File: src/rtl/sim_platform_pkg.sv
/* shared types, bus payload structs, address map and latency constants
   for the soft processor simulation platform */
package sim_platform_pkg;

    // ram geometry
    localparam int RAM_ADDR_W = 12;

    // plain vector types
    typedef logic [31:0]           data_t;
    typedef logic [31:0]           byte_addr_t;
    typedef logic [RAM_ADDR_W-1:0] word_addr_t;
    typedef logic [3:0]            strb_t;
    typedef logic [1:0]            resp_t;
    typedef logic [7:0]            uart_byte_t;

    // address map, ram spans 16 KB from base
    localparam byte_addr_t RAM_BASE  = 32'h0000_0000;
    localparam byte_addr_t UART_ADDR = 32'h0001_0000;

    // responder countdown length
    localparam int BUS_LATENCY = 5;
    localparam int LAT_CNT_W   = $clog2(BUS_LATENCY + 1);
    typedef logic [LAT_CNT_W-1:0] lat_cnt_t;

    // uart byte counter, zero-extended on read
    localparam int UART_CNT_W = 16;
    typedef logic [UART_CNT_W-1:0] uart_cnt_t;

    // axi response codes
    localparam resp_t RESP_OKAY   = 2'b00;
    localparam resp_t RESP_SLVERR = 2'b10;

    // write data channel payload
    typedef struct packed {
        data_t data;
        strb_t strb;
    } axil_w_t;

    // read data channel payload
    typedef struct packed {
        data_t data;
        resp_t resp;
    } axil_r_t;

    // one access from slave to decoder
    typedef struct packed {
        byte_addr_t addr;
        data_t      wdata;
        strb_t      strb;
        logic       write;
    } mem_req_t;

    // decoder answer, one cycle after the request
    typedef struct packed {
        data_t rdata;
        logic  err;
    } mem_rsp_t;

endpackage

File: src/rtl/axil_latency_slave.sv
/* axi4-lite slave with a fixed countdown before each access,
   one transaction in flight, writes win over reads */
`timescale 1ns/1ps

module axil_latency_slave (
    input  logic                         clk,
    input  logic                         rst,
    // write address
    input  sim_platform_pkg::byte_addr_t awaddr,
    input  logic                         awvalid,
    output logic                         awready,
    // write data
    input  sim_platform_pkg::axil_w_t    wchan,
    input  logic                         wvalid,
    output logic                         wready,
    // write response
    output sim_platform_pkg::resp_t      bresp,
    output logic                         bvalid,
    input  logic                         bready,
    // read address
    input  sim_platform_pkg::byte_addr_t araddr,
    input  logic                         arvalid,
    output logic                         arready,
    // read data
    output sim_platform_pkg::axil_r_t    rchan,
    output logic                         rvalid,
    input  logic                         rready,
    // internal access path
    output sim_platform_pkg::mem_req_t   mem_req,
    output logic                         mem_req_valid,
    input  sim_platform_pkg::mem_rsp_t   mem_rsp
);
    import sim_platform_pkg::*;

    typedef enum logic [2:0] {
        IDLE,
        COUNT,
        ACCESS,
        WAIT_RSP,
        RESPOND
    } slave_state_t;

    slave_state_t state;
    lat_cnt_t     cnt;

    // per-channel taken flags
    logic aw_taken;
    logic w_taken;
    logic ar_taken;
    logic is_write;

    // latched request and response payload
    byte_addr_t aw_addr_q;
    byte_addr_t ar_addr_q;
    axil_w_t    w_q;
    data_t      rdata_q;
    resp_t      resp_q;

    logic aw_fire;
    logic w_fire;
    logic ar_fire;
    logic start_wr;
    logic start_rd;
    logic rsp_done;

    // channels only open while idle and not yet holding a beat
    assign awready = (state == IDLE) && !aw_taken;
    assign wready  = (state == IDLE) && !w_taken;
    assign arready = (state == IDLE) && !ar_taken;

    assign aw_fire = awvalid && awready;
    assign w_fire  = wvalid && wready;
    assign ar_fire = arvalid && arready;

    // start on the same edge the last needed beat lands
    assign start_wr = (state == IDLE) && (aw_taken || aw_fire) && (w_taken || w_fire);
    assign start_rd = (state == IDLE) && !start_wr && (ar_taken || ar_fire);

    assign rsp_done = is_write ? bready : rready;

    always_ff @(posedge clk) begin
        if (rst) begin
            state    <= IDLE;
            cnt      <= '0;
            aw_taken <= 1'b0;
            w_taken  <= 1'b0;
            ar_taken <= 1'b0;
            is_write <= 1'b0;
        end else begin
            // write beats consumed together
            if (start_wr) begin
                aw_taken <= 1'b0;
                w_taken  <= 1'b0;
            end else begin
                if (aw_fire)
                    aw_taken <= 1'b1;
                if (w_fire)
                    w_taken <= 1'b1;
            end

            if (start_rd)
                ar_taken <= 1'b0;
            else if (ar_fire)
                ar_taken <= 1'b1;

            case (state)
                IDLE: begin
                    if (start_wr || start_rd) begin
                        state    <= COUNT;
                        cnt      <= lat_cnt_t'(BUS_LATENCY);
                        is_write <= start_wr;
                    end
                end
                // BUS_LATENCY cycles here
                COUNT: begin
                    if (cnt == lat_cnt_t'(1))
                        state <= ACCESS;
                    else
                        cnt <= cnt - 1'b1;
                end
                ACCESS:   state <= WAIT_RSP;
                WAIT_RSP: state <= RESPOND;
                // hold until master takes it
                RESPOND: begin
                    if (rsp_done)
                        state <= IDLE;
                end
                default: state <= IDLE;
            endcase
        end
    end

    always_ff @(posedge clk) begin
        if (aw_fire)
            aw_addr_q <= awaddr;
        if (w_fire)
            w_q <= wchan;
        if (ar_fire)
            ar_addr_q <= araddr;
        // decoder answer is valid during wait_rsp
        if (state == WAIT_RSP) begin
            rdata_q <= mem_rsp.rdata;
            resp_q  <= mem_rsp.err ? RESP_SLVERR : RESP_OKAY;
        end
    end

    // single access cycle
    assign mem_req_valid = (state == ACCESS);

    always_comb begin
        mem_req.addr  = is_write ? aw_addr_q : ar_addr_q;
        mem_req.wdata = w_q.data;
        mem_req.strb  = is_write ? w_q.strb : '0;
        mem_req.write = is_write;
    end

    assign bvalid     = (state == RESPOND) && is_write;
    assign rvalid     = (state == RESPOND) && !is_write;
    assign bresp      = resp_q;
    assign rchan.data = rdata_q;
    assign rchan.resp = resp_q;

endmodule

File: config.mk
export PLATFORM = sky130hd
export DESIGN_NAME = axil_latency_slave
export DESIGN_NICKNAME = d
export VERILOG_FILES = /design/src/rtl/sim_platform_pkg.sv /design/src/rtl/axil_latency_slave.sv
export SDC_FILE = /design/constraint.sdc
export NUM_CORES = 1
export LEC_CHECK = 0
export BUFFER_PORTS_ARGS = -buffer_cell sky130_fd_sc_hd__buf_2
export CAP_MARGIN = 20
export CELL_PAD_IN_SITES_DETAIL_PLACEMENT = 0
export CELL_PAD_IN_SITES_GLOBAL_PLACEMENT = 2
export CORE_AREA = 2 2 136 164
export CTS_CLUSTER_DIAMETER = 30
export DETAILED_ROUTE_END_ITERATION = 8
export DIE_AREA = 0 0 138 166
export MAX_ROUTING_LAYER = met4
export PLACE_DENSITY = 0.71
export RECOVER_POWER = 25
export SYNTH_ARGS = -nofsm -noshare
export SYNTH_HDL_FRONTEND = slang
export SYNTH_SLANG_ARGS = --single-unit
File: constraint.sdc
create_clock -name clk -period 7.1 [get_ports clk]
set_input_delay 0.71 -clock clk [delete_from_list [all_inputs] [get_ports clk]]
set_output_delay 0.71 -clock clk [all_outputs]
set_load 0.005 [all_outputs]
==> results of run 1 <==
## path summary, 6_finish.rpt
check / from / endpoint / slack [ps] / depth (start not counted)
worst max-delay path: is_write / mem_req[65] / 4420 / 2
worst min-delay path: mem_rsp[14] / rdata_q[13] / 470 / 1
worst max register to register: state[0] / mem_req[19] / 4890 / 3
worst min register to register: cnt[0] / cnt[0] / 510 / 2
## metrics by stage
step	instance area (um^2)	setup WS [ps]
finish	7091	4421
global route	7091	4273
CTS	7076	4329
detailed placement	6531	4788
global placement	6531	4858
floorplan	5245	4752
## worst max-delay path, stage by stage (launching register included)
cell and delay (ps):
dfxtp_2 970, mux2_2 450, buf_2 130
## Yosys cell counts, drive strengths merged
| master | number |
|---|---|
| clkbuf | 2 |
| or3b | 1 |
| nor4 | 2 |
| mux2i | 1 |
| inv | 2 |
| and2 | 9 |
| or3 | 1 |
| nor2 | 13 |
| ha | 2 |
| and3b | 1 |
| o21ai | 3 |
| xnor2 | 1 |
| or4 | 2 |
| a21oi | 7 |
| xor2 | 1 |
| nor3b | 1 |
| dfxtp | 10 |
| nor2b | 2 |
| nand3 | 1 |
| conb | 1 |
| buf | 42 |
| nand2 | 1 |
| mux2 | 32 |
| o22a | 1 |
| nor3 | 5 |
| edfxtp | 133 |
| a211o | 1 |
| o41ai | 1 |
| a22oi | 1 |
## kinds of logic (layout without fill, tap and decap cells)
logic type	count (synthesis)	in the layout	synth area share, %
mux	33	33	7.066
other cells	1	8	0.07155
fa+ha+maj	2	2	0.4774
xor+xnor	2	2	0.3343
compound gates	14	14	1.814
buf+inv	46	281	6.064
flops	143	143	80.02
simple gates	39	39	4.154
## area by class of cell
type / instances / area, um^2 / area share (%)
clock inverter: 13 / 118.9 / 1.676
multi-input combinational: 92 / 737.0 / 10.39
tap: 274 / 342.8 / 4.835
antenna: 6 / 15.01 / 0.2118
inverter: 2 / 7.507 / 0.1059
clock buffer: 17 / 425.4 / 6.000
sequential: 143 / 4195 / 59.17
timing repair buffer: 249 / 1249 / 17.61
## flip-flops by register name, indices dropped and copies added (netlist names)
register and count:
rdata_q 32, aw_addr_q 32, mem_req 32, bresp 1, is_write 1, state 3
w_q 4, w_taken 1, ar_taken 1, ar_addr_q 32, cnt 3, aw_taken 1
## where the power goes
part           internal (mW)  switching [mW]
sequential              1.14          0.0729
combinational          0.223           0.266
clock                  0.479           0.341
total                   1.84           0.680
## placed cells by master (no fill, tap or decap), types with 2 or more instances in the layout
cell type	n
buf_2	248
edfxtp_1	133
mux2_2	32
clkbuf_16	17
nor2_1	13
dfxtp_1	9
a21oi_1	7
diode_2	6
and2_1	6
nor3_1	5
clkinvlp_4	5
and2_2	3
nor4_1	2
nor2b_1	2
inv_1	2
o21ai_0	2
ha_1	2
conb_1	2
clkinv_4	2
clkinv_2	2
## routing by layer
| layer | vias to the layer above | global-route usage (%) |
|---|---|---|
| met5 | - | - |
| met4 | 0 | 5.146 |
| met3 | 24 | 5.681 |
| met2 | 130 | 18.64 |
| met1 | 1472 | 12.33 |
| li1 | 1472 | - |
==> results.py, run 1 <==
metrics = {
    "status": {
        "outcome": "finished, final reports clean",
    },
    "clocking": {
        "cts_setup_buffers": 0,
        "ctsLongestPathBuffers": 2,
        "clkSlewWorstSetupHoldPaths_ps": 60,
        "numCtsBuffers": 17,
        "ctsResizeCount": 0,
        "cts_max_level": 4,
        "clkSinkCount": 143,
        "cts_root_buffer": "clkbuf_16",
        "postCtsHoldBufs": 0,
        "insertion_delay_ps": 410,
        "cts_tree": "done",
    },
    "sta": {
        "worst_pin_slew_ps": 979.9,
        "period_needed_ps": 2679,
        "fin_setup_tns_ps": 0,
        "hold_viol_final": 0,
        "fmax_mhz": 373.3,
        "finalSetupViolations": 0,
        "fin_crit_sh_pct": 37.73,
        "fin_worst_skew_ps": 9.640,
        "grt_setup_unrepaired": "false",
        "slew_headroom_pct": 34.68,
        "maxSlewViolCount": 0,
        "timing.hold.ws_ps": 472.4,
    },
    "synthesis": {
        "yosysTopAreaCell": "edfxtp_1",
        "yosysUniqueCellTypes": 34,
        "synth_warnings": 0,
        "avgSynthCellArea_um2": 18.72,
        "syn_area_um2": 5241,
        "synthCells": 280,
        "ys_top_cells_by_area": "edfxtp_1 76%, mux2_2 6.9%, buf_4 5.2%",
        "synth_seq_area_share_pct": 80.02,
        "ys_ff_latch": 143,
        "synth_top_area_share_pct": 76.20,
    },
    "layout": {
        "drive_above_1_share_pct": 61.63,
        "nFillCells": 2140,
        "finish.utilization_pct": 33.12,
        "final_cells": 796,
        "syn_to_final_growth_pct": 35.28,
        "layout.nets": 647,
    },
    "setup_path": {
        "arrival_ps": 1970,
        "worstSetupPathType": "flop to output port",
        "cp-end-kind": "output port",
        "crit_fanout": 41,
        "cp_data_required_time_ps": 6390,
        "critPathLaunchType": "flop",
    },
    "routing": {
        "met3RoutedLength_um": 1052,
        "totalWireLength_um": 12810,
        "vias": 3098,
        "wire_per_inst_um": 16.09,
        "via_per_inst": 3.892,
        "routed.top_layer": "met4",
        "remaining_drc_errors": 0,
        "drt_iter0_markers": 95,
        "dr.pass1.iters": 4,
        "dr_wl_met2_um": 6389,
        "m1WireLength_um": 5017,
        "antenna_left": 0,
    },
    "die": {
        "die_w_um": 138,
        "ios": 251,
        "die_y_um": 166,
        "row_count": 59,
        "die_area_um2": 22910,
        "core_um2": 21410,
        "initial_core_util_pct": 24.48,
    },
    "power": {
        "vdd_drop_max_mv": 0.1677,
        "p_leak_nw": 2.837,
        "power_mw": 2.519,
        "power_density_nw_per_um2": 355.3,
    },
    "global_route": {
        "overflow": 0,
        "grt_max_degree": 42,
        "grt_pass1_wl_um": 19580,
        "antenna_found_initial": 6,
        "track_usage_pct": 11.70,
        "grt_pass1_vias": 3446,
    },
    "place": {
        "dp.cells": 760,
        "gp_congestion": 0.7705,
        "io_buffers": 248,
        "place_hpwl_um": 9582,
    },
    "job": {
        "drv_cap": 0,
    },
    "worst_hold_path": {
        "hold_path.class": "input pin to flop",
    },
}
Power figures use the tool's default switching activity.
==> run 2, diff against run 1 <==
clock period = 2.7 ns   (was 7.1 ns; I/O delays follow)
==> run 2 against run 1 <==
Global-route usage fell by 0.35 points; die area did not move; first-iteration DRC count rose by 59%; sequential share of layout area fell by 0.66 points; critical endpoint is now mem_req[53]; register-to-register slack got worse by 4200 ps; utilization rose by 0.37 points.
==> results.py, run 2 (synthesis gave the netlist of run 1 again) <==
metrics = {
    "power": {
        "switching_share_pct": 26.91,
        "power_density_nw_per_um2": 953.0,
        "share_comb_of_total_power_pct": 20.0,
        "intPower_mw": 4.995,
        "vdd_drop_max_mv": 0.4239,
        "power_frac_seq_pct": 46.3,
        "power_switching_mw": 1.839,
        "p_leak_nw": 2.886,
        "power_mw": 6.834,
        "p_clk_share_pct": 33.7,
    },
    "routing": {
        "drt_iter0_markers": 151,
        "vias": 3136,
        "antenna_left": 0,
        "via_per_inst": 3.940,
        "remaining_drc_errors": 0,
        "wire_per_inst_um": 15.89,
        "totalWireLength_um": 12650,
        "dr.pass1.iters": 4,
    },
    "job": {
        "drv_cap": 0,
    },
    "clocking": {
        "numCtsBuffers": 17,
        "clkSlewWorstSetupHoldPaths_ps": 70,
        "postCtsHoldBufs": 0,
        "cts_max_level": 4,
        "insertion_delay_ps": 410,
        "ctsLongestPathBuffers": 2,
        "clkSinkCount": 143,
        "cts_setup_buffers": 0,
        "cts_root_buffer": "clkbuf_16",
        "ctsResizeCount": 0,
        "cts_tree": "done",
    },
    "setup_path": {
        "cp_data_required_time_ps": 2430,
        "arrival_ps": 1840,
        "crit_fanout": 36,
        "critPathLaunchType": "flop",
        "cp-end-kind": "output port",
        "worstSetupPathType": "flop to output port",
    },
    "sta": {
        "slew_headroom_pct": 43.84,
        "timing.hold.ws_ps": 29.89,
        "hold_viol_final": 0,
        "fin_crit_sh_pct": 78.33,
        "fin_setup_tns_ps": 0,
        "fin_worst_skew_ps": 6.353,
        "worst_pin_slew_ps": 842.4,
        "period_needed_ps": 2115,
        "maxSlewViolCount": 0,
        "finalSetupViolations": 0,
        "fin_ws_ps": 585.1,
        "fmax_mhz": 472.8,
        "grt_setup_unrepaired": "false",
    },
    "place": {
        "place_hpwl_um": 9619,
        "io_buffers": 248,
        "pre_cts_ws_ps": 671.7,
        "placed_area_um2": 6586,
        "gp_congestion": 0.7951,
    },
    "layout": {
        "layout_common_cells": "248 x buf_2, 133 x edfxtp_1, 32 x mux2_2, 17 x clkbuf_16, 13 x nor2_1",
        "drive_above_1_share_pct": 61.69,
        "syn_to_final_growth_pct": 36.81,
        "layout.nets": 651,
        "diodes": 0,
        "nFillCells": 2130,
        "layout.cells.most_common": "buf_2",
        "fin_area_um2": 7171,
    },
    "die": {
        "core_um2": 21410,
        "die_y_um": 166,
        "die_w_um": 138,
        "ios": 251,
        "die_area_um2": 22910,
        "row_count": 59,
        "initial_core_util_pct": 24.48,
    },
    "global_route": {
        "track_usage_pct": 11.35,
        "grt_pass1_wl_um": 19130,
        "overflow": 0,
        "grt_max_degree": 37,
        "antenna_found_initial": 0,
        "grt_pass1_vias": 3409,
    },
    "status": {
        "outcome": "finished, final reports clean",
    },
    "worst_hold_path": {
        "hold_path.class": "input pin to flop",
    },
}
run 2: changes by cell type in the layout (fill, tap and decap cells not counted), sizes merged:
cell	delta
inv	+4
bufinv	+1
buf	+4
clkinvlp	-1
clkinv	-2
diode	-6
run 2: area by class of cell:
type                       count  area, um^2  share of cell area, %
timing repair buffer         253        1304                  18.18
clock buffer                  17       425.4                  5.933
inverter                       2       7.507                 0.1047
multi-input combinational     92       737.0                  10.28
sequential                   143        4195                  58.51
tap                          274       342.8                  4.781
clock inverter                15       158.9                  2.216
run 2: through the flow:
step,util [%],cells
final,33.50,796
after detailed placement,30.77,764
after global placement,30.77,764
after CTS,33.50,796
after global routing,33.50,796
after floorplan,-,281
run 2: layer usage:
metal	share of wire, %	track usage (%)	vias to the layer above
met5	0	-	-
met4	1.7	4.348	0
met3	7.5	4.325	17
met2	52	18.73	134
met1	39	12.43	1516
li1	-	-	1469
run 2: worst max-delay path: stages, from the launching register on:
cell and delay (ps):
dfxtp_2 870, mux2_2 420, buf_2 130
run 2: final timing paths:
check | startpoint | endpoint | slack (ps) | depth (start not counted)
setup / recovery | is_write | mem_req[53] | 590 | 2
hold / removal | mem_rsp[25] | rdata_q[24] | 30 | 1
setup reg to reg | state[2] | mem_req[33] | 670 | 4
hold reg to reg | cnt[2] | cnt[2] | 550 | 2
run 2: power by group through the flow:
stage          clock network, mW  logic, mW  registers [mW]
4_1_cts                     2.38       1.41            3.17
3_3_place_gp                   0       1.37            3.20
6_report                    2.30       1.37            3.16
3_5_place_dp                   0       1.40            3.22
5_1_grt                     2.47       1.51            3.22
2_1_floorplan                  0      0.888            3.13
