[config.mk]
export PLATFORM = sky130hd
export DESIGN_NAME = mmio_decode
export DESIGN_NICKNAME = d
export VERILOG_FILES = /design/src/rtl/sim_platform_pkg.sv /design/src/rtl/mmio_decode.sv
export SDC_FILE = /design/constraint.sdc
export NUM_CORES = 1
export LEC_CHECK = 0
export BUFFER_PORTS_ARGS = -buffer_cell sky130_fd_sc_hd__buf_2
export CORE_MARGIN = 3
export CORE_UTILIZATION = 38
export DETAILED_ROUTE_END_ITERATION = 8
export PLACE_DENSITY = 0.78
export SLEW_MARGIN = 20
export SYNTH_ARGS = -nofsm -noshare
export SYNTH_HDL_FRONTEND = slang
export SYNTH_SLANG_ARGS = --single-unit
[constraint.sdc]
create_clock -name clk -period 2.75 [get_ports clk]
set_input_delay 0.55 -clock clk [delete_from_list [all_inputs] [get_ports clk]]
set_output_delay 0.55 -clock clk [all_outputs]
set_load 0.05 [all_outputs]
[src/rtl/sim_platform_pkg.sv]
/* shared types, bus payload structs, address map and latency constants
   for the soft processor simulation platform */
package sim_platform_pkg;

    // ram geometry
    localparam int RAM_ADDR_W = 12;

    // plain vector types
    typedef logic [31:0]           data_t;
    typedef logic [31:0]           byte_addr_t;
    typedef logic [RAM_ADDR_W-1:0] word_addr_t;
    typedef logic [3:0]            strb_t;
    typedef logic [1:0]            resp_t;
    typedef logic [7:0]            uart_byte_t;

    // address map, ram spans 16 KB from base
    localparam byte_addr_t RAM_BASE  = 32'h0000_0000;
    localparam byte_addr_t UART_ADDR = 32'h0001_0000;

    // responder countdown length
    localparam int BUS_LATENCY = 5;
    localparam int LAT_CNT_W   = $clog2(BUS_LATENCY + 1);
    typedef logic [LAT_CNT_W-1:0] lat_cnt_t;

    // uart byte counter, zero-extended on read
    localparam int UART_CNT_W = 16;
    typedef logic [UART_CNT_W-1:0] uart_cnt_t;

    // axi response codes
    localparam resp_t RESP_OKAY   = 2'b00;
    localparam resp_t RESP_SLVERR = 2'b10;

    // write data channel payload
    typedef struct packed {
        data_t data;
        strb_t strb;
    } axil_w_t;

    // read data channel payload
    typedef struct packed {
        data_t data;
        resp_t resp;
    } axil_r_t;

    // one access from slave to decoder
    typedef struct packed {
        byte_addr_t addr;
        data_t      wdata;
        strb_t      strb;
        logic       write;
    } mem_req_t;

    // decoder answer, one cycle after the request
    typedef struct packed {
        data_t rdata;
        logic  err;
    } mem_rsp_t;

endpackage

[src/rtl/mmio_decode.sv]
/* address decode for ram and uart capture, uart byte counter
   and slave-error responses for unmapped accesses */
`timescale 1ns/1ps

module mmio_decode (
    input  logic                         clk,
    input  logic                         rst,
    // request from slave
    input  sim_platform_pkg::mem_req_t   mem_req,
    input  logic                         mem_req_valid,
    output sim_platform_pkg::mem_rsp_t   mem_rsp,
    // ram port b
    output logic                         en_b,
    output sim_platform_pkg::word_addr_t addr_b,
    output sim_platform_pkg::strb_t      be_b,
    output sim_platform_pkg::data_t      data_in_b,
    input  sim_platform_pkg::data_t      data_out_b,
    // uart capture
    output logic                         uart_valid,
    output sim_platform_pkg::uart_byte_t uart_byte
);
    import sim_platform_pkg::*;

    typedef enum logic [1:0] {
        SEL_ZERO,
        SEL_RAM,
        SEL_COUNT
    } rsp_sel_t;

    logic      ram_hit;
    logic      uart_hit;
    logic      uart_wr;
    rsp_sel_t  sel_q;
    logic      err_q;
    uart_cnt_t uart_count;

    // ram hit when upper bits match base
    assign ram_hit  = mem_req.addr[31:RAM_ADDR_W+2] == RAM_BASE[31:RAM_ADDR_W+2];
    assign uart_hit = mem_req.addr == UART_ADDR;
    // only low byte lane carries the character
    assign uart_wr  = mem_req_valid && uart_hit && mem_req.write && mem_req.strb[0];

    // port b follows the request directly, zero enables on reads
    assign en_b      = mem_req_valid && ram_hit;
    assign addr_b    = mem_req.addr[RAM_ADDR_W+1:2];
    assign be_b      = mem_req.write ? mem_req.strb : '0;
    assign data_in_b = mem_req.wdata;

    always_ff @(posedge clk) begin
        if (rst) begin
            sel_q      <= SEL_ZERO;
            err_q      <= 1'b0;
            uart_valid <= 1'b0;
            uart_count <= '0;
        end else begin
            // pick the source for next cycle's response
            if (mem_req_valid && ram_hit)
                sel_q <= SEL_RAM;
            else if (mem_req_valid && uart_hit && !mem_req.write)
                sel_q <= SEL_COUNT;
            else
                sel_q <= SEL_ZERO;
            err_q      <= mem_req_valid && !ram_hit && !uart_hit;
            uart_valid <= uart_wr;
            if (uart_wr)
                uart_count <= uart_count + 1'b1;
        end
    end

    always_ff @(posedge clk) begin
        if (uart_wr)
            uart_byte <= mem_req.wdata[7:0];
    end

    always_comb begin
        case (sel_q)
            SEL_RAM:   mem_rsp.rdata = data_out_b;
            SEL_COUNT: mem_rsp.rdata = data_t'(uart_count);
            default:   mem_rsp.rdata = '0;
        endcase
        mem_rsp.err = err_q;
    end

endmodule

==> results.cfg, run 1 <==
[critical_path]
worstPathCellList = buf_2 > nor4_1 > nand3_2 > or2_4 > nor3b_4 > buf_2
worstSetupPathType = input pin to output pin
max_stage_delay_ps = 340
end_kind = output pin
crit_arrival_ps = 1870
worstPathRequired_ps = 2200
crit_path_start_kind = input pin
cpMaxStageDelayCell = nor4_1
crit_top_cell = buf_2
path_max_fanout = 3

[layout]
nets = 446
n_fill_cell = 521
diodes = 0
area_delta_synth_final_pct = 26.18
drive_gt1_frac = 0.5503
final_core_util = 0.4999

[clock_network]
clk_pin_slew_ps = 100
cts_tree = built
cts_setup_buffers = 0
clock_latency_ps = 280
cts-root-buf = clkbuf_8
ctsLongestPathBuffers = 2
cts_buffers = 3
ctsResizeCount = 0
h-tree-depth = 1
cts_sinks = 28
cts_hold_buf = 0

[place]
routabilityCongestion = 0.7602
hpwl_mm = 4.578
io_buffer_count = 146

[floorplanning]
ios = 195
die_y_microns = 82.24
die_area_sq_um = 6763
die_width_microns = 82.24
initial_core_util = 0.3962
core.rowCount = 27
core_sq_um = 5574

[run]
maxCapViolCount = 0

[sta]
fmax_mhz = 413.4
fin_skew_ps = 5.339
fin_crit_ps = 2419
finalSetupViolations = 0
post-route-period-util = 0.8797
rsz0062_at_grt = false
whs_ps = 455.8
worst_pin_slew_ps = 557.8
tns_ps = 0
hold_viol_final = 0
slew_violations = 0
slew_headroom = 0.6281

[pwr]
intPower_uw = 682.0
switching_share = 0.2641
p_clk_frac = 0.349
fin_total_pwr_uw = 926.7
leakagePower_uw = 0.001394
p_sw_uw = 244.8
power_density_nw_per_um2 = 332.6
peakVddDrop_uv = 203.4
pwr-share-comb = 0.194
power_frac_seq = 0.458

[routing]
drt_wl_total_mm = 5.728
postRouteAntennaNets = 0
wl_met1_mm = 2.104
dr.first_iter.drc_count = 75
viasPerCell = 4.949
top_layer = met4
dr_total_vias = 2029
dr.pass1.iters = 4
avgRoutedWirePerCell_microns = 13.97
met2_length_mm = 3.016
drcViolationCount = 0
wl_met3_microns = 528

[synth]
netlist_area_sq_um = 2208
syn_inst = 235
synth.avg_cell_area_sq_um = 9.397
ys_warn_count = 0
ys_ff_latch = 28
syn_nets = 342
ys_seq_area_frac = 0.2901
synth_cell_types = 33

[global_routing]
first_global_vias = 1826
grt_max_degree = 35
antenna_found_initial = 0
track_usage = 0.1593
grt_remaining_overflow = 0
grt_first_pass_wirelength_mm = 8.424

[min_path]
min_path_type = input pin to register

[status]
status = complete, no violations
sequential cells by signal (all words and copies together) (netlist names):
register / flops
uart_count: 16
uart_byte: 8
sel_q: 2
err_q: 1
uart_valid: 1
worst max-delay path, delay by kind of cell:
kind | cells | cell delay [ps]
and+or+nand+nor | 4 | 930
buffers and inverters | 2 | 370
metal layers:
metal,GRT usage,up-vias
met1,0.1877,924
met3,0.03362,12
met4,0.04485,0
li1,-,993
met2,0.2885,100
met5,0,-
kinds of logic after synthesis:
| kind of cell | after synthesis | synth area share |
|---|---|---|
| AND/OR/NAND/NOR | 112 | 0.3592 |
| buffers and inverters | 59 | 0.1858 |
| flip-flops | 28 | 0.2901 |
| multiplexers | 16 | 0.08102 |
| AO/OA/AOI/OAI | 17 | 0.06685 |
| adder cells (fa/ha/maj) | 3 | 0.01700 |
area by class of cell:
type	count	area (sq um)	share of cell area
clock buffer	3	41.29	0.01482
clock inverter	1	30.03	0.01078
inverter	2	7.507	0.002694
multi-input combinational	148	1171	0.4203
sequential	28	640.6	0.2299
tap	72	90.09	0.03233
timing repair buffer	156	805.8	0.2892
Yosys cell counts, drive strengths merged:
| library cell | n | area (sq um) |
|---|---|---|
| nand4 | 8 | 56.30 |
| edfxtp | 8 | 240.2 |
| and4 | 2 | 17.52 |
| ha | 3 | 37.54 |
| mux2 | 15 | 168.9 |
| dfxtp | 20 | 400.4 |
| nor4 | 20 | 226.5 |
| a211oi | 1 | 7.510 |
| nor4b | 2 | 38.78 |
| nor2b | 18 | 112.6 |
| buf | 49 | 372.8 |
| a22o | 16 | 140.1 |
| mux2i | 1 | 10.01 |
| nor3b | 1 | 7.510 |
| inv | 2 | 7.510 |
| nand3 | 7 | 40.04 |
| nor2 | 17 | 63.81 |
| or2 | 1 | 8.760 |
| nand2b | 3 | 18.77 |
| nor3 | 3 | 15.01 |
| nand2 | 3 | 18.77 |
| clkbuf | 8 | 30.03 |
| and2 | 24 | 150.1 |
| and3 | 3 | 18.77 |
metrics by stage:
stage	instance area [sq um]	setup WS (ps)	instances
floorplan	2220	164.8	235
global placement	2715	345.9	406
detailed placement	2715	323.5	406
CTS	2786	323.5	410
global route	2786	229.4	410
finish	2786	330.8	410
power groups by stage:
stage | Clock, uW | Combinational, uW | Sequential, uW
global route | 353 | 194 | 424
detailed placement | 0 | 181 | 434
CTS | 335 | 181 | 424
floorplan | 0 | 211 | 434
finish | 323 | 180 | 424
global placement | 0 | 177 | 434
worst paths after layout:
| check | cells past startpoint | end | slack, ps | startpoint |
|---|---|---|---|---|
| min reg2reg | 2 | uart_count[1]$_SDFFE_PP0P_ | 540 | uart_count[1]$_SDFFE_PP0P_ |
| min | 1 | uart_byte[3]$_DFFE_PP_ | 460 | mem_req[8] |
| max reg2reg | 5 | uart_count[14]$_SDFFE_PP0P_ | 910 | uart_count[0]$_SDFFE_PP0P_ |
| max | 6 | en_b | 330 | mem_req[58] |
cell usage in the layout (no fill, tap or decap):
cell	count
and2_1	24
nor4_4	3
nand4_2	1
nand3_2	1
clkbuf_8	3
nand2_1	2
nor4_1	8
nor3b_4	1
dfxtp_1	20
nor4b_2	1
a211oi_1	1
mux2i_1	1
mux2_2	6
buf_2	146
nor3_1	3
or2_4	1
bufinv_16	1
nand3_1	6
nor2b_1	17
ha_1	3
buf_4	10
inv_1	2
mux2_1	9
nand2_4	1
nor4b_4	1
nand4_1	7
nand2b_1	3
edfxtp_1	8
and3_1	3
nor2_1	17
and4_1	2
nor2b_2	1
nor4_2	9
a22o_1	16
Power figures use the tool's default switching activity.
==> run 2, diff against run 1 <==
CELL_PAD_IN_SITES_DETAIL_PLACEMENT = 1   (was unset)
CELL_PAD_IN_SITES_GLOBAL_PLACEMENT = 1   (was unset)
CORE_UTILIZATION = 26   (was 38)
PLACE_DENSITY = 0.79   (was 0.78)
==> run 2 against run 1 <==
Sequential share of layout area decreased by 0.35 points. Flip-flop and latch count did not move. Clock power is 4% higher. Worst hold slack worse by 5.2 ps. Global-route usage decreased by 2.6 points. Critical path depth unchanged. Register-to-register slack barely moved. Fmax fell by 4.0%. Core utilization is 14 points lower. Critical path type is now register to output pin. Clock skew is 0.51 ps lower. Critical endpoint is now mem_rsp[26].
==> results.cfg, run 2 (synthesis results as in run 1) <==
[status]
status = complete, no violations

[global_routing]
antenna_found_initial = 0
grt_max_degree = 35
grt_remaining_overflow = 0
first_global_vias = 2169
track_usage = 0.1330
grt_first_pass_wirelength_mm = 10.60

[pwr]
switching_share = 0.2739
p_sw_uw = 257.7
pwr-share-comb = 0.193
fin_total_pwr_uw = 940.7
power_density_nw_per_um2 = 332.5
peakVddDrop_uv = 148.0
p_clk_frac = 0.356
intPower_uw = 683.1
power_frac_seq = 0.451
leakagePower_uw = 0.001394

[routing]
avgRoutedWirePerCell_microns = 15.27
dr_total_vias = 2076
drt_wl_total_mm = 6.719
dr.pass1.iters = 4
postRouteAntennaNets = 0
drcViolationCount = 0
dr.first_iter.drc_count = 46
viasPerCell = 4.718

[place]
routabilityCongestion = 0.6906
pre_cts_ws_ps = 297.6
post_dp_cell_area_sq_um = 2753
io_buffer_count = 146
hpwl_mm = 5.557

[critical_path]
worstSetupPathType = register to output pin
worstPathRequired_ps = 2200
path_max_fanout = 14
end_kind = output pin
crit_path_start_kind = register
crit_arrival_ps = 1970

[sta]
hold_viol_final = 0
slew_headroom = 0.6095
fin_ws_ps = 231.1
fin_skew_ps = 4.830
post-route-period-util = 0.9160
fin_crit_ps = 2519
worst_pin_slew_ps = 585.7
slew_violations = 0
rsz0062_at_grt = false
tns_ps = 0
finalSetupViolations = 0
fmax_mhz = 397.0
whs_ps = 450.6

[layout]
multiInputGateArea_sq_um = 1176
largest_reg_flops = 16
design_area_sq_um = 2829
area_delta_synth_final_pct = 28.10
reg_top3 = uart_count: 16 flops, uart_byte: 8 flops, sel_q: 2 flops
diodes = 0
n_fill_cell = 980
drive_gt1_frac = 0.5503
nets = 446
final_cell_mix = buf_2, and2_1, dfxtp_1
final_common_cell = buf_2
regArea_sq_um = 640.6
top_register = uart_count

[floorplanning]
core_sq_um = 7968
die_area_sq_um = 9635
ios = 195
die_width_microns = 98.16
initial_core_util = 0.2772
core.rowCount = 32
die_y_microns = 98.16

[clock_network]
cts_tree = built
clk_pin_slew_ps = 100
h-tree-depth = 1
cts_sinks = 28
ctsLongestPathBuffers = 2
cts_buffers = 3
clock_latency_ps = 280
cts-root-buf = clkbuf_8

[min_path]
min_path_type = input pin to register

[run]
maxCapViolCount = 0
-- run 2: timing repair --
action | CTS | global route
setup buffers | 0 | 0
setup endpoints to repair | 1 | 0
gates resized for setup | 1 | 0
hold buffers | 0 | 0
hold endpoints to repair | 0 | 0
-- run 2: critical path, cell delays in order (launching register included) --
cell	delay [ps]
dfxtp_1	350
inv_1	50
ha_1	330
nor2b_4	270
buf_4	240
and2_1	180
buf_2	270
-- run 2: final timing paths --
path,to,from,slack [ps],cells after the start
setup / recovery,mem_rsp[26],sel_q[0]$_SDFF_PP0_,230,6
hold / removal,uart_byte[4]$_DFFE_PP_,mem_req[9],450,1
setup reg to reg,uart_count[12]$_SDFFE_PP0P_,uart_count[1]$_SDFFE_PP0P_,910,5
hold reg to reg,uart_count[1]$_SDFFE_PP0P_,uart_count[1]$_SDFFE_PP0P_,550,2
-- run 2: cell type report --
type                    count  share of cell area
repair buffers            156              0.2848
flip-flops and latches     28              0.2264
well taps                 102             0.04511
clock inverters             1             0.01061
multi-input cells         148              0.4157
inverters                   2            0.002654
clock buffers               3             0.01460
-- run 2: stage by stage --
step,instances,utilization
after floorplan,235,-
after global placement,436,0.3455
after detailed placement,436,0.3455
after CTS,440,0.3551
after global routing,440,0.3551
final,440,0.3551
-- run 2: per-layer routing --
layer  wire (microns)  GRT usage  up-vias
li1                 -          -     1000
met2             3634     0.2623       86
met1             2509     0.1387      975
met3              469    0.03143       15
met4              105    0.03676        0
met5                0          0        -
-- run 2: power by group through the flow --
stage / clock [uW] / combinational, uW / sequential (uW)
after CTS: 344 / 184 / 424
after floorplan: 0 / 211 / 434
final: 335 / 182 / 424
after detailed placement: 0 / 184 / 434
after global placement: 0 / 179 / 434
after global routing: 357 / 194 / 424
==> run 3, diff against run 2 <==
ABC_AREA = 1   (was unset)
CORE_UTILIZATION = 23   (was 26)
PLACE_DENSITY = 0.78   (was 0.79)
==> run 3 against run 2 <==
Flip-flop and latch count unchanged. Die area is 8.6% higher. Cell count increased by 23%. Synthesized cell count rose by 44%. Sequential share of layout area up 1.3 points. Sequential power about the same. Count of clock-buffer cells in the layout increased by 1. Critical path type unchanged.
==> results.cfg, run 3 <==
[clock_network]
ctsResizeCount = 0
h-tree-depth = 1
cts_buffers = 3
cts_sinks = 28
cts-root-buf = clkbuf_8
clock_latency_ps = 270
clk_pin_slew_ps = 100
cts_setup_buffers = 0
cts_tree = built
ctsLongestPathBuffers = 2
cts_hold_buf = 0

[critical_path]
worstPathRequired_ps = 2200
path_max_fanout = 32
end_kind = output pin
worstSetupPathType = register to output pin
worstPathCellList = inv_1 > ha_1 > a21oi_1 > buf_2
cpMaxStageDelayCell = ha_1
crit_path_start_kind = register
crit_arrival_ps = 2000
max_stage_delay_ps = 910

[sta]
slew_headroom = 0.3593
finalSetupViolations = 0
slew_violations = 0
tns_ps = 0
whs_ps = 453.4
fmax_mhz = 391.5
fin_skew_ps = 2.266
worst_pin_slew_ps = 961.1
fin_crit_ps = 2554
hold_viol_final = 0
rsz0062_at_grt = false
post-route-period-util = 0.9288

[synth]
yosysTopAreaCell = dfxtp_1
synthFlopType = dfxtp_1
synth_top_area_share = 0.1878
ys_seq_area_frac = 0.3005
ys_warn_count = 0
synth_common_cells = nand2_1, nor2_1, buf_4, inv_1, dfxtp_1
synth.avg_cell_area_sq_um = 6.289
synthArstFlopShare = 0
syn_nets = 446
synth_edf_count = 8
syn_inst = 339
ys_ff_latch = 28
netlist_area_sq_um = 2132
synth_cell_types = 21
yosysMostFrequentCell = nand2_1
synth_area_leaders = dfxtp_1, nand2_1, buf_4

[routing]
postRouteAntennaNets = 0
dr.pass1.iters = 4
drcViolationCount = 0
viasPerCell = 4.392
dr_total_vias = 2385
drt_wl_total_mm = 6.646
dr.first_iter.drc_count = 54
avgRoutedWirePerCell_microns = 12.24

[floorplanning]
core.rowCount = 34
die_width_microns = 102.3
core_sq_um = 8848
ios = 195
die_y_microns = 102.3
die_area_sq_um = 10460
initial_core_util = 0.2410

[layout]
reg_top3 = uart_count: 16 flops, uart_byte: 8 flops, sel_q: 2 flops
area_delta_synth_final_pct = 25.41
top_register = uart_count
largest_reg_flops = 16
final_common_cell = buf_2
diodes = 0
nets = 543
final_cell_mix = buf_2, nand2_1, nor2_1
drive_gt1_frac = 0.3632

[global_routing]
grt_remaining_overflow = 0
track_usage = 0.1168
antenna_found_initial = 0
grt_first_pass_wirelength_mm = 10.07
grt_max_degree = 33
first_global_vias = 2337

[pwr]
leakagePower_uw = 0.001307
peakVddDrop_uv = 136.8
power_density_nw_per_um2 = 320.5

[min_path]
min_path_type = input pin to register

[status]
status = complete, no violations

[place]
routabilityCongestion = 0.7686
hpwl_mm = 5.536
io_buffer_count = 146

[run]
maxCapViolCount = 0
run 3: cell count changes in the layout (fill, tap and decap cells not counted), moves of 4 or more:
cell      change
o21bai_1      +4
inv_1        +37
and2_1       -24
o21ai_0       +6
nor4_2        -9
a22o_1       -16
buf_4         -9
mux2_2        -6
nand2_1      +91
nor2_1       +51
nor2b_1      -17
mux2_1        -9
a21oi_1      +17
nor4_1        -7
run 3: final timing paths:
| check | cells after the start | end | from | slack (ps) |
|---|---|---|---|---|
| hold / removal | 1 | uart_byte[7]$_DFFE_PP_ | mem_req[12] | 450 |
| hold reg to reg | 1 | uart_count[0]$_SDFFE_PP0P_ | uart_count[0]$_SDFFE_PP0P_ | 520 |
| setup / recovery | 4 | mem_rsp[5] | sel_q[0]$_SDFF_PP0_ | 200 |
| setup reg to reg | 8 | uart_count[14]$_SDFFE_PP0P_ | uart_count[0]$_SDFFE_PP0P_ | 960 |
run 3: layout make-up:
class / count / area (sq um)
clock buffer: 4 / 55.05
multi-input combinational: 216 / 949.7
fill: 1206 / 6175
sequential: 28 / 640.6
tap: 108 / 135.1
inverter: 40 / 155.1
timing repair buffer: 147 / 738.2
run 3: logic make-up after synthesis:
group | Yosys count | synth area share
simple gates | 186 | 0.3597
buf+inv | 95 | 0.2541
flops | 28 | 0.3005
fa+ha+maj | 3 | 0.01761
compound gates | 27 | 0.06808
run 3: critical path: cells and delay by family (launching register included):
| family | cells | cell delay, ps |
|---|---|---|
| AOI/OAI and AO/OA | 1 | 140 |
| buffers and inverters | 2 | 320 |
| DFF | 1 | 350 |
| adders and majority gates | 1 | 910 |
run 3: stage by stage:
stage	area, sq um	std cells	setup slack, ps	total power (uW)	util
CTS	2674	543	166.9	877.5	0.3022
global route	2674	543	3.986	898.5	0.3022
floorplan	2132	339	376.2	640.9	-
detailed placement	2619	539	446.8	607.3	0.2960
finish	2674	543	195.7	857.0	0.3022
global placement	2619	539	506.9	603.7	0.2960
run 3: power by group:
part           internal [uW]  switching (uW)  leakage (uW)  total (uW)
sequential               424           0.166      0.000233         424
combinational           60.1             112       0.00104         172
clock                    128             132     0.0000288         261
total                    612             245       0.00131         857
run 3: routing by layer:
metal	vias to the layer above	global-route usage	wire length, microns
li1	1185	-	-
met1	1097	0.1336	2575
met2	95	0.2294	3598
met3	8	0.01229	412
met4	0	0.02725	60
met5	-	0	0
